### src/hdl/arrayMem_settings.svh
`ifndef ARRAYMEM_SETTINGS_SVH
`define ARRAYMEM_SETTINGS_SVH

// Number of arrays held by the engine
`define ARRAYS 16
// Element index width
`define INDEX_BITS 3
// Element width
`define DATA_BITS 8
// Elements per array
`define SLOTS (2 ** `INDEX_BITS)
// Array select width
`define ARRAY_BITS $clog2(`ARRAYS)

`endif
### src/hdl/arrayCtlPkg.sv
`include "arrayMem_settings.svh"

package arrayCtlPkg;

  // Sequencer states for the multi-cycle commands
  typedef enum logic [2:0] {
    Idle,                               // Waiting for a command
    Clearing,                           // One size per clock
    Scanning,                           // Index, Less and Greater
    Shifting,                           // Insert, top slot down
    Copying                             // Long move, one element per clock
  } state_t;

  typedef logic [`INDEX_BITS:0] size_t;              // 0 to SLOTS inclusive
  typedef logic [`ARRAY_BITS-1:0] arrayId_t;         // Array select

  // Step counter wide enough for both the array walk and the slot walk
  typedef logic [((`ARRAY_BITS > `INDEX_BITS) ? `ARRAY_BITS : `INDEX_BITS)-1:0] step_t;

endpackage

### src/hdl/arrayOpPkg.sv
package arrayOpPkg;

  // Host command codes, 11 and 16 stay unused
  typedef enum logic [7:0] {
    Clear    = 8'd1,                    // Zero all sizes
    Write    = 8'd2,                    // Write one element
    Read     = 8'd3,                    // Read one element
    Size     = 8'd4,                    // Report array size
    Inc      = 8'd5,                    // Grow size if room
    Dec      = 8'd6,                    // Shrink size if not empty
    Index    = 8'd7,                    // Last match position plus one
    Less     = 8'd8,                    // Count elements below value
    Greater  = 8'd9,                    // Count elements above value
    Insert   = 8'd10,                   // Shift up and store
    MoveMark = 8'd12,                   // Remember long move source
    MoveCopy = 8'd13,                   // Copy run from marked source
    Push     = 8'd14,                   // Append if room
    Pop      = 8'd15                    // Remove last if any
  } opcode_t;

endpackage

### src/hdl/arrayIf.sv
`timescale 1ns/1ps
`include "arrayMem_settings.svh"

interface arrayCmdIf;
  logic                   valid;        // One-cycle pulse per accepted command
  arrayOpPkg::opcode_t    opcode;
  arrayCtlPkg::arrayId_t  array;
  logic [`INDEX_BITS-1:0] index;
  logic [`DATA_BITS-1:0]  data;

  modport source (output valid, opcode, array, index, data);
  modport sink (input valid, opcode, array, index, data);
endinterface

interface arrayRspIf;
  logic                  finish;        // End of each command
  arrayOpPkg::opcode_t   opcode;        // Command that finished
  logic [`DATA_BITS-1:0] value;
  logic                  hasValue;      // Out must take value

  modport source (output finish, opcode, value, hasValue);
  modport sink (input finish, opcode, value, hasValue);
endinterface

### src/hdl/arrayMemoryTop.sv
`timescale 1ns/1ps
`include "arrayMem_settings.svh"

module arrayMemoryTop (
  input  logic                   clock,
  input  logic                   arstN,
  input  logic                   start,
  input  logic [7:0]             action,
  input  arrayCtlPkg::arrayId_t  array,
  input  logic [`INDEX_BITS-1:0] index,
  input  logic [`DATA_BITS-1:0]  in,
  output logic [`DATA_BITS-1:0]  out,
  output logic                   done,
  output logic                   busy
);

  arrayCmdIf cmdBus ();                     // Decoder to store
  arrayRspIf rspBus ();                     // Store to response

  commandDecoder decoder (
    .clock  (clock),
    .arstN  (arstN),
    .start  (start),
    .action (action),
    .array  (array),
    .index  (index),
    .in     (in),
    .busy   (busy),
    .cmd    (cmdBus.source)
  );

  arrayStore store (
    .clock (clock),
    .arstN (arstN),
    .cmd   (cmdBus.sink),
    .rsp   (rspBus.source)
  );

  responseStage response (
    .clock  (clock),
    .arstN  (arstN),
    .issued (cmdBus.valid),
    .rsp    (rspBus.sink),
    .out    (out),
    .done   (done),
    .busy   (busy)
  );

endmodule

### src/hdl/responseStage.sv
`timescale 1ns/1ps
`include "arrayMem_settings.svh"

module responseStage (
  input  logic                  clock,
  input  logic                  arstN,
  input  logic                  issued,
  arrayRspIf.sink               rsp,
  output logic [`DATA_BITS-1:0] out,
  output logic                  done,
  output logic                  busy
);

  logic                  countResult;
  logic [`DATA_BITS-1:0] shown;

  // Sizes and counts only occupy the low size bits
  always_comb begin
    case (rsp.opcode)
      arrayOpPkg::Size,
      arrayOpPkg::Index,
      arrayOpPkg::Less,
      arrayOpPkg::Greater: countResult = 1'b1;
      default:             countResult = 1'b0;
    endcase
  end

  assign shown = countResult ? `DATA_BITS'(rsp.value[`INDEX_BITS:0]) : rsp.value;

  always_ff @(posedge clock or negedge arstN) begin
    if (!arstN) begin
      out  <= '0;
      done <= 1'b0;
      busy <= 1'b0;
    end else begin
      done <= rsp.finish;                   // One cycle behind finish
      if (rsp.finish && rsp.hasValue) begin
        out <= shown;
      end
      if (issued) begin
        busy <= 1'b1;
      end else if (rsp.finish) begin
        busy <= 1'b0;                       // Falls as done rises
      end
    end
  end

endmodule

### src/hdl/arrayStore.sv
`timescale 1ns/1ps
`include "arrayMem_settings.svh"

module arrayStore (
  input logic        clock,
  input logic        arstN,
  arrayCmdIf.sink    cmd,
  arrayRspIf.source  rsp
);

  localparam arrayCtlPkg::size_t FullSize = arrayCtlPkg::size_t'(`SLOTS);

  logic [`DATA_BITS-1:0] mem [`ARRAYS][`SLOTS];      // Fixed block per array
  arrayCtlPkg::size_t    sizes [`ARRAYS];            // Current size per array

  arrayCtlPkg::arrayId_t  markArray;                 // Long move source array
  logic [`INDEX_BITS-1:0] markIndex;                 // Long move source index

  arrayCtlPkg::state_t    state;
  arrayCtlPkg::step_t     step;
  logic                   lastStep;
  logic [`INDEX_BITS-1:0] slot;
  logic                   take;

  arrayOpPkg::opcode_t    curOp;                     // Latched for multi-cycle work
  arrayCtlPkg::arrayId_t  curArray;
  logic [`INDEX_BITS-1:0] curIndex;
  logic [`DATA_BITS-1:0]  curData;
  arrayCtlPkg::size_t     curSize;
  arrayCtlPkg::size_t     acc;                       // Running scan result
  arrayCtlPkg::size_t     accNext;

  arrayCtlPkg::size_t     cmdSize;
  logic                   cmdFull;
  logic                   cmdEmpty;
  logic [`INDEX_BITS-1:0] popSlot;

  logic [`DATA_BITS-1:0]  scanElem;
  logic                   inSize;
  logic                   hit;
  logic [`INDEX_BITS-1:0] insSlot;
  logic [`INDEX_BITS-1:0] shiftSrc;
  arrayCtlPkg::size_t     srcPos;
  arrayCtlPkg::size_t     dstPos;
  logic                   copyOk;

  logic                   memWe;                     // Single write port
  arrayCtlPkg::arrayId_t  memArray;
  logic [`INDEX_BITS-1:0] memSlot;
  logic [`DATA_BITS-1:0]  memData;
  logic                   sizeWe;
  arrayCtlPkg::arrayId_t  sizeArray;
  arrayCtlPkg::size_t     sizeData;

  assign take     = (state == arrayCtlPkg::Idle) && cmd.valid;
  assign slot     = step[`INDEX_BITS-1:0];
  assign lastStep = (state == arrayCtlPkg::Clearing) ?
                    (step == arrayCtlPkg::step_t'(`ARRAYS - 1)) :
                    (step == arrayCtlPkg::step_t'(`SLOTS - 1));

  assign cmdSize  = sizes[cmd.array];
  assign cmdFull  = cmdSize == FullSize;
  assign cmdEmpty = cmdSize == '0;
  assign popSlot  = cmdSize[`INDEX_BITS-1:0] - 1'b1;  // Wraps to top slot when full

  assign curSize  = sizes[curArray];
  assign scanElem = mem[curArray][slot];
  assign inSize   = {1'b0, slot} < curSize;
  assign insSlot  = ~slot;                           // Top slot down
  assign shiftSrc = insSlot - 1'b1;
  assign srcPos   = {1'b0, markIndex} + {1'b0, slot};
  assign dstPos   = {1'b0, curIndex} + {1'b0, slot};
  assign copyOk   = (`DATA_BITS'(slot) < curData) && !srcPos[`INDEX_BITS] &&
                    !dstPos[`INDEX_BITS];

  always_comb begin
    case (curOp)
      arrayOpPkg::Less:    hit = scanElem < curData;
      arrayOpPkg::Greater: hit = scanElem > curData;
      default:             hit = scanElem == curData;
    endcase
    if (curOp == arrayOpPkg::Index) begin
      accNext = (hit && inSize) ? {1'b0, slot} + 1'b1 : acc;
    end else begin
      accNext = acc + arrayCtlPkg::size_t'(hit && inSize);
    end
  end

  always_comb begin
    memWe     = 1'b0;
    memArray  = cmd.array;
    memSlot   = cmd.index;
    memData   = cmd.data;
    sizeWe    = 1'b0;
    sizeArray = cmd.array;
    sizeData  = cmdSize;
    case (state)
      arrayCtlPkg::Idle: begin
        if (cmd.valid) begin
          case (cmd.opcode)
            arrayOpPkg::Write: begin
              memWe = 1'b1;
              if ({1'b0, cmd.index} >= cmdSize) begin  // Past the end grows
                sizeWe   = 1'b1;
                sizeData = {1'b0, cmd.index} + 1'b1;
              end
            end
            arrayOpPkg::Inc: begin
              sizeWe   = !cmdFull;
              sizeData = cmdSize + 1'b1;
            end
            arrayOpPkg::Dec: begin
              sizeWe   = !cmdEmpty;
              sizeData = cmdSize - 1'b1;
            end
            arrayOpPkg::Push: begin
              memWe    = !cmdFull;
              memSlot  = cmdSize[`INDEX_BITS-1:0];
              sizeWe   = !cmdFull;
              sizeData = cmdSize + 1'b1;
            end
            arrayOpPkg::Pop: begin
              sizeWe   = !cmdEmpty;
              sizeData = cmdSize - 1'b1;
            end
            default: ;
          endcase
        end
      end
      arrayCtlPkg::Clearing: begin
        sizeWe    = 1'b1;
        sizeArray = arrayCtlPkg::arrayId_t'(step);
        sizeData  = '0;
      end
      arrayCtlPkg::Shifting: begin
        memArray = curArray;
        memSlot  = insSlot;
        if (insSlot == curIndex) begin
          memWe   = 1'b1;
          memData = curData;
        end else if (insSlot > curIndex && {1'b0, insSlot} <= curSize) begin
          memWe   = 1'b1;
          memData = mem[curArray][shiftSrc];
        end
        sizeArray = curArray;
        sizeWe    = lastStep && (curSize != FullSize);  // Full array drops top element
        sizeData  = curSize + 1'b1;
      end
      arrayCtlPkg::Copying: begin
        memArray  = curArray;
        memSlot   = dstPos[`INDEX_BITS-1:0];
        memData   = mem[markArray][srcPos[`INDEX_BITS-1:0]];
        memWe     = copyOk;
        sizeArray = curArray;
        sizeWe    = copyOk && (dstPos >= curSize);
        sizeData  = dstPos + 1'b1;
      end
      default: ;
    endcase
  end

  always_ff @(posedge clock) begin
    if (memWe) begin
      mem[memArray][memSlot] <= memData;
    end
  end

  always_ff @(posedge clock or negedge arstN) begin
    if (!arstN) begin
      for (int a = 0; a < `ARRAYS; a++) begin
        sizes[a] <= '0;
      end
    end else if (sizeWe) begin
      sizes[sizeArray] <= sizeData;
    end
  end

  always_ff @(posedge clock or negedge arstN) begin
    if (!arstN) begin
      state      <= arrayCtlPkg::Idle;
      step       <= '0;
      rsp.finish <= 1'b0;
      markArray  <= '0;
      markIndex  <= '0;
    end else begin
      rsp.finish <= 1'b0;
      if (take) begin
        step <= '0;
        case (cmd.opcode)
          arrayOpPkg::Clear:    state <= arrayCtlPkg::Clearing;
          arrayOpPkg::Index,
          arrayOpPkg::Less,
          arrayOpPkg::Greater:  state <= arrayCtlPkg::Scanning;
          arrayOpPkg::Insert:   state <= arrayCtlPkg::Shifting;
          arrayOpPkg::MoveCopy: state <= arrayCtlPkg::Copying;
          arrayOpPkg::MoveMark: begin
            markArray  <= cmd.array;
            markIndex  <= cmd.index;
            rsp.finish <= 1'b1;
          end
          default: rsp.finish <= 1'b1;          // Done in one step
        endcase
      end else if (state != arrayCtlPkg::Idle) begin
        step <= step + 1'b1;
        if (lastStep) begin
          state      <= arrayCtlPkg::Idle;
          rsp.finish <= 1'b1;
        end
      end
    end
  end

  always_ff @(posedge clock) begin
    if (take) begin
      curOp        <= cmd.opcode;
      curArray     <= cmd.array;
      curIndex     <= cmd.index;
      curData      <= cmd.data;
      acc          <= '0;
      rsp.opcode   <= cmd.opcode;
      rsp.value    <= cmd.data;             // Write echoes its data
      rsp.hasValue <= 1'b0;
      case (cmd.opcode)
        arrayOpPkg::Write: rsp.hasValue <= 1'b1;
        arrayOpPkg::Read: begin
          rsp.hasValue <= 1'b1;
          rsp.value    <= mem[cmd.array][cmd.index];
        end
        arrayOpPkg::Size: begin
          rsp.hasValue <= 1'b1;
          rsp.value    <= `DATA_BITS'(cmdSize);
        end
        arrayOpPkg::Index,
        arrayOpPkg::Less,
        arrayOpPkg::Greater: rsp.hasValue <= 1'b1;
        arrayOpPkg::Pop: begin
          rsp.hasValue <= !cmdEmpty;          // Empty pop keeps out
          rsp.value    <= mem[cmd.array][popSlot];
        end
        default: ;
      endcase
    end else if (state == arrayCtlPkg::Scanning) begin
      acc       <= accNext;
      rsp.value <= `DATA_BITS'(accNext);
    end
  end

endmodule

### src/hdl/commandDecoder.sv
`timescale 1ns/1ps
`include "arrayMem_settings.svh"

module commandDecoder (
  input  logic                   clock,
  input  logic                   arstN,
  input  logic                   start,
  input  logic [7:0]             action,
  input  arrayCtlPkg::arrayId_t  array,
  input  logic [`INDEX_BITS-1:0] index,
  input  logic [`DATA_BITS-1:0]  in,
  input  logic                   busy,
  arrayCmdIf.source              cmd
);

  arrayOpPkg::opcode_t op;
  logic                known;
  logic                accept;

  assign op = arrayOpPkg::opcode_t'(action);

  always_comb begin
    case (op)
      arrayOpPkg::Clear,
      arrayOpPkg::Write,
      arrayOpPkg::Read,
      arrayOpPkg::Size,
      arrayOpPkg::Inc,
      arrayOpPkg::Dec,
      arrayOpPkg::Index,
      arrayOpPkg::Less,
      arrayOpPkg::Greater,
      arrayOpPkg::Insert,
      arrayOpPkg::MoveMark,
      arrayOpPkg::MoveCopy,
      arrayOpPkg::Push,
      arrayOpPkg::Pop: known = 1'b1;
      default:         known = 1'b0;        // Codes 11, 16 and the rest
    endcase
  end

  // Also hold off while the previous pulse is still in flight
  assign accept = start && !busy && !cmd.valid && known;

  always_ff @(posedge clock or negedge arstN) begin
    if (!arstN) begin
      cmd.valid <= 1'b0;
    end else begin
      cmd.valid <= accept;                  // Single cycle pulse
    end
  end

  always_ff @(posedge clock) begin
    if (accept) begin
      cmd.opcode <= op;
      cmd.array  <= array;
      cmd.index  <= index;
      cmd.data   <= in;
    end
  end

endmodule

### config.mk
export PLATFORM = sky130hd
export DESIGN_NAME = arrayMemoryTop
export DESIGN_NICKNAME = d
export VERILOG_FILES = /design/src/hdl/arrayCtlPkg.sv /design/src/hdl/arrayOpPkg.sv /design/src/hdl/arrayIf.sv /design/src/hdl/arrayMemoryTop.sv /design/src/hdl/responseStage.sv /design/src/hdl/arrayStore.sv /design/src/hdl/commandDecoder.sv
export VERILOG_INCLUDE_DIRS = /design/src /design/src/hdl
export SDC_FILE = /design/constraint.sdc
export NUM_CORES = 2
export LEC_CHECK = 0
export BUFFER_PORTS_ARGS = -buffer_cell sky130_fd_sc_hd__buf_2
export CORE_MARGIN = 2
export CORE_UTILIZATION = 55
export CTS_BUF_LIST = sky130_fd_sc_hd__clkbuf_8
export DETAILED_ROUTE_END_ITERATION = 7
export GPL_TIMING_DRIVEN = 0
export PLACE_DENSITY = 0.8
export SETUP_SLACK_MARGIN = 0.3
export SLEW_MARGIN = 20
export SYNTH_ARGS = -nofsm -noshare
export SYNTH_HDL_FRONTEND = slang
export SYNTH_SLANG_ARGS = --single-unit
### constraint.sdc
create_clock -name clock -period 10 [get_ports clock]
set_clock_uncertainty 0.15 [all_clocks]
set_input_delay 1 -clock clock [delete_from_list [all_inputs] [get_ports clock]]
set_output_delay 1 -clock clock [all_outputs]
set_load 0.01 [all_outputs]
==> impl_metrics.py <==
metrics = {
    "status": {
        "status": "complete, but fails checks",
        "failed_checks": "design-rule violations",
    },
    "pwr": {
        "p_leak_nw": 23.6,
        "power_density_nw_per_um2": 146,
        "vdd.ir_drop.worst_mv": 0.160,
    },
    "clock_network": {
        "htreeDepth": 4,
        "numCtsBuffers": 198,
        "clock_sinks": 1181,
        "root_buffer": "clkbuf_8",
        "cts_buffer_depth": 3,
        "cts_tree": "yes",
        "clkLatencyLatePin_ns": 1.04,
        "clk_pin_slew_ns": 0.06,
    },
    "placement": {
        "dp_slack_ns": 2.27,
        "dp_hpwl_mm": 202,
        "gp_congestion": 1.09,
        "port_buffers": 35,
    },
    "worst_hold_path": {
        "hold_class": "in -> reg",
        "hold-path-cell-count": 1,
        "worstHoldStart": "index[2]",
        "min_to": "decoder.cmd.index[2]",
    },
    "routing": {
        "wl_per_cell_um": 51.5,
        "drc": 3,
        "routed_wirelength_mm": 283,
        "dr.pass1.iters": 8,
        "first_iter_violations": 10487,
        "via_per_inst": 8.53,
        "postRouteAntennaNets": 0,
        "num_vias": 46883,
    },
    "synth": {
        "synth-seq-area-share": 0.534,
        "synth_warnings": 0,
        "syn_area_um2": 65400,
        "async_flop_share": 0.0762,
        "yosysTopAreaCellShare": 0.496,
        "synth.avg_cell_area_um2": 18.9,
        "synth.ff_latch_count": 1181,
        "yosys.area.top_type": "edfxtp_1",
        "synthAdderAreaFrac": 0.00877,
        "synth_top_family_by_area": "multiplexers",
        "synth-xor-area-share": 0.00201,
        "syn-num-nets": 3531,
        "synthSimpleGateAreaFrac": 0.0386,
        "ys_top_cells_by_area": "edfxtp_1, mux4_2, dfrtp_1",
        "synth.area.mux_share": 0.371,
        "ys.flop_type": "edfxtp_1",
        "synth_compound_area_frac": 0.0259,
        "synth_cell_types": 73,
        "synth_edf_count": 1079,
        "netlist_instances": 3461,
    },
    "die": {
        "die_area_um2": 122000,
        "row_count": 126,
        "die-width_um": 349,
        "core_area_um2": 118000,
        "die_h_um": 349,
        "ioPinCount": 36,
        "initial_utilization": 0.554,
    },
    "setup_path": {
        "setup.worst_path.start_class": "register",
        "r2r_end": "store.rsp.value[2]",
        "end_kind": "register",
        "cp.arrival_ns": 8.38,
        "worst-r2r-cell-count": 20,
        "path_class": "reg -> reg",
        "cp.required_ns": 10.49,
        "rrSetupSlack_ns": 2.10,
        "cp_max_fo": 10,
    },
    "global_route": {
        "grt_use_total": 0.472,
        "grt_pass1_wl_mm": 375,
        "grt_overflow_total": 0,
        "grt_pass1_vias": 43848,
        "grt_max_degree": 78,
        "antenna_found_initial": 26,
    },
    "sta": {
        "setup_violations": 0,
        "relSlewSlack": 0.0616,
        "max_freq_ghz": 0.127,
        "finalWorstSetupSlack_ns": 2.10,
        "setup_tns_ns": 0,
        "tightest_slew_ns": 1.41,
        "slew_viol_final": 0,
        "rsz0062_at_grt": "false",
        "hold_slack_ns": 0.0425,
        "period_needed_ns": 7.90,
        "fin_crit_sh": 0.790,
        "hold_viol": 0,
    },
    "layout": {
        "layout-drive-gt1-share": 0.454,
        "area_delta_synth_final_pct": 12.8,
        "nets": 3851,
    },
    "flow_run": {
        "maxCapViolations": 0,
    },
}
[cell usage in the layout, fill, tap and decap left out, types with 39 or more instances in the layout]
cell / netlist / layout
edfxtp_1: 1079 / 1079
nor2_2: 0 / 97
dfrtp_1: 90 / 90
nand2_1: 141 / 141
o21ai_0: 51 / 44
mux2_2: 60 / 60
inv_1: 30 / 85
buf_2: 13 / 126
or3_1: 44 / 44
clkbuf_2: 0 / 84
clkinv_1: 3 / 43
mux4_2: 1028 / 1028
a21oi_1: 47 / 47
buf_16: 0 / 39
clkbuf_1: 179 / 100
nor2_1: 185 / 88
ha_1: 41 / 41
clkbuf_8: 0 / 205
[layer usage]
layer / share of wire / wire length [µm] / global-route usage / vias up
li1: - / - / - / 15902
met1: 0.29 / 82700 / 0.548 / 23439
met2: 0.40 / 113000 / 0.627 / 5958
met3: 0.20 / 56100 / 0.280 / 1566
met4: 0.11 / 30700 / 0.379 / 18
met5: 0.00047 / 134 / 0.0108 / -
[cells in the mapped netlist (5+ instances only)]
master and number:
a21o_1 11, a21oi_1 47, a221oi_1 6, a22o_1 13, a22oi_1 28, a311oi_1 7, a31o_2 7, a31oi_1 21
a32oi_1 5, and3_1 11, buf_1 104, buf_2 13, clkbuf_1 179, dfrtp_1 90, dfxtp_1 12, edfxtp_1 1079
ha_1 41, inv_1 30, mux2_1 19, mux2_2 60, mux2i_1 24, mux4_2 1028, nand2_1 141, nand2b_1 17
nand3_1 31, nand4_1 11, nor2_1 185, nor2b_1 22, nor3_1 8, nor4_2 5, nor4_4 9, o21ai_0 51
o221ai_1 15, or3_1 44, xnor2_1 9, xor2_1 6
[metrics by stage]
step | utilization | power [mW] | instance area (µm²) | instances
final | 0.626 | 10.7 | 73800 | 5498
after global routing | 0.625 | 10.9 | 73700 | 5476
after CTS | 0.625 | 10.6 | 73600 | 5470
after detailed placement | 0.592 | 6.40 | 69800 | 5115
after global placement | 0.572 | 6.38 | 67500 | 5032
after floorplan | - | 5.94 | 65400 | 3461
[registers in the layout (all words and copies together), names as in the netlist, 8 cells and up, named ones only]
signal	count
decoder.cmd.data	8
decoder.cmd.opcode	8
response.out	8
store.curData	8
store.mem	1024
store.rsp.opcode	8
store.rsp.value	8
store.sizes	64
[where the power goes]
group,internal (mW),switching [mW]
Sequential,5.34,0.0158
Clock,2.18,2.17
Combinational,0.325,0.703
Total,7.85,2.89
[what timing repair did]
action | CTS | global route
endpoints found under the hold margin | 13 | 0
hold buffers | 1 | 0
gates resized for setup | 0 | 0
buffers inserted | 0 | 0
[worst max path at each step]
stage,from,endpoint,cells past startpoint
final,register,store.rsp.value[2],20
after floorplan,store.curArray[0],store.mem[0][15],14
after global placement,register,store.mem[4][57],8
after CTS,register,store.rsp.value[2],21
after global routing,register,store.rsp.value[2],20
after detailed placement,register,store.rsp.value[2],21
[kinds of logic (layout without fill, tap and decap cells)]
group | Yosys count | after routing
flip-flops | 1181 | 1181
XOR/XNOR | 15 | 15
AND/OR/NAND/NOR | 510 | 510
buffers and inverters | 333 | 807
other | 0 | 27
AO/OA/AOI/OAI | 247 | 247
multiplexers | 1131 | 1131
adder cells (fa/ha/maj) | 44 | 44
[worst max-delay path, stage by stage (launching register included)]
cell and delay, ns:
dfxtp_1 0.46, clkbuf_1 0.91, clkbuf_1 1.05, mux4_2 0.45, mux4_2 0.56, mux2i_2 0.85
nand2_1 0.12, a31o_2 0.30, ha_1 0.28, nor2b_1 0.13, o21a_1 0.11, o21ai_0 0.07
a21oi_1 0.34, mux2i_1 0.14, o22a_1 0.18, clkbuf_1 0.19, ha_1 0.25, ha_1 0.19
mux2_2 0.26, o21ai_0 0.32, a32oi_1 0.19
[cell type report]
type	count	area, µm²
repair buffers	120	1980
well taps	1536	1920
flip-flops and latches	1181	34900
clock inverters	149	1010
inverters	35	133
diodes	27	67.6
plain buffers	298	1350
clock buffers	205	2820
fillers	8028	44200
multi-input cells	1947	29600
(Power assumes the default switching activity.)
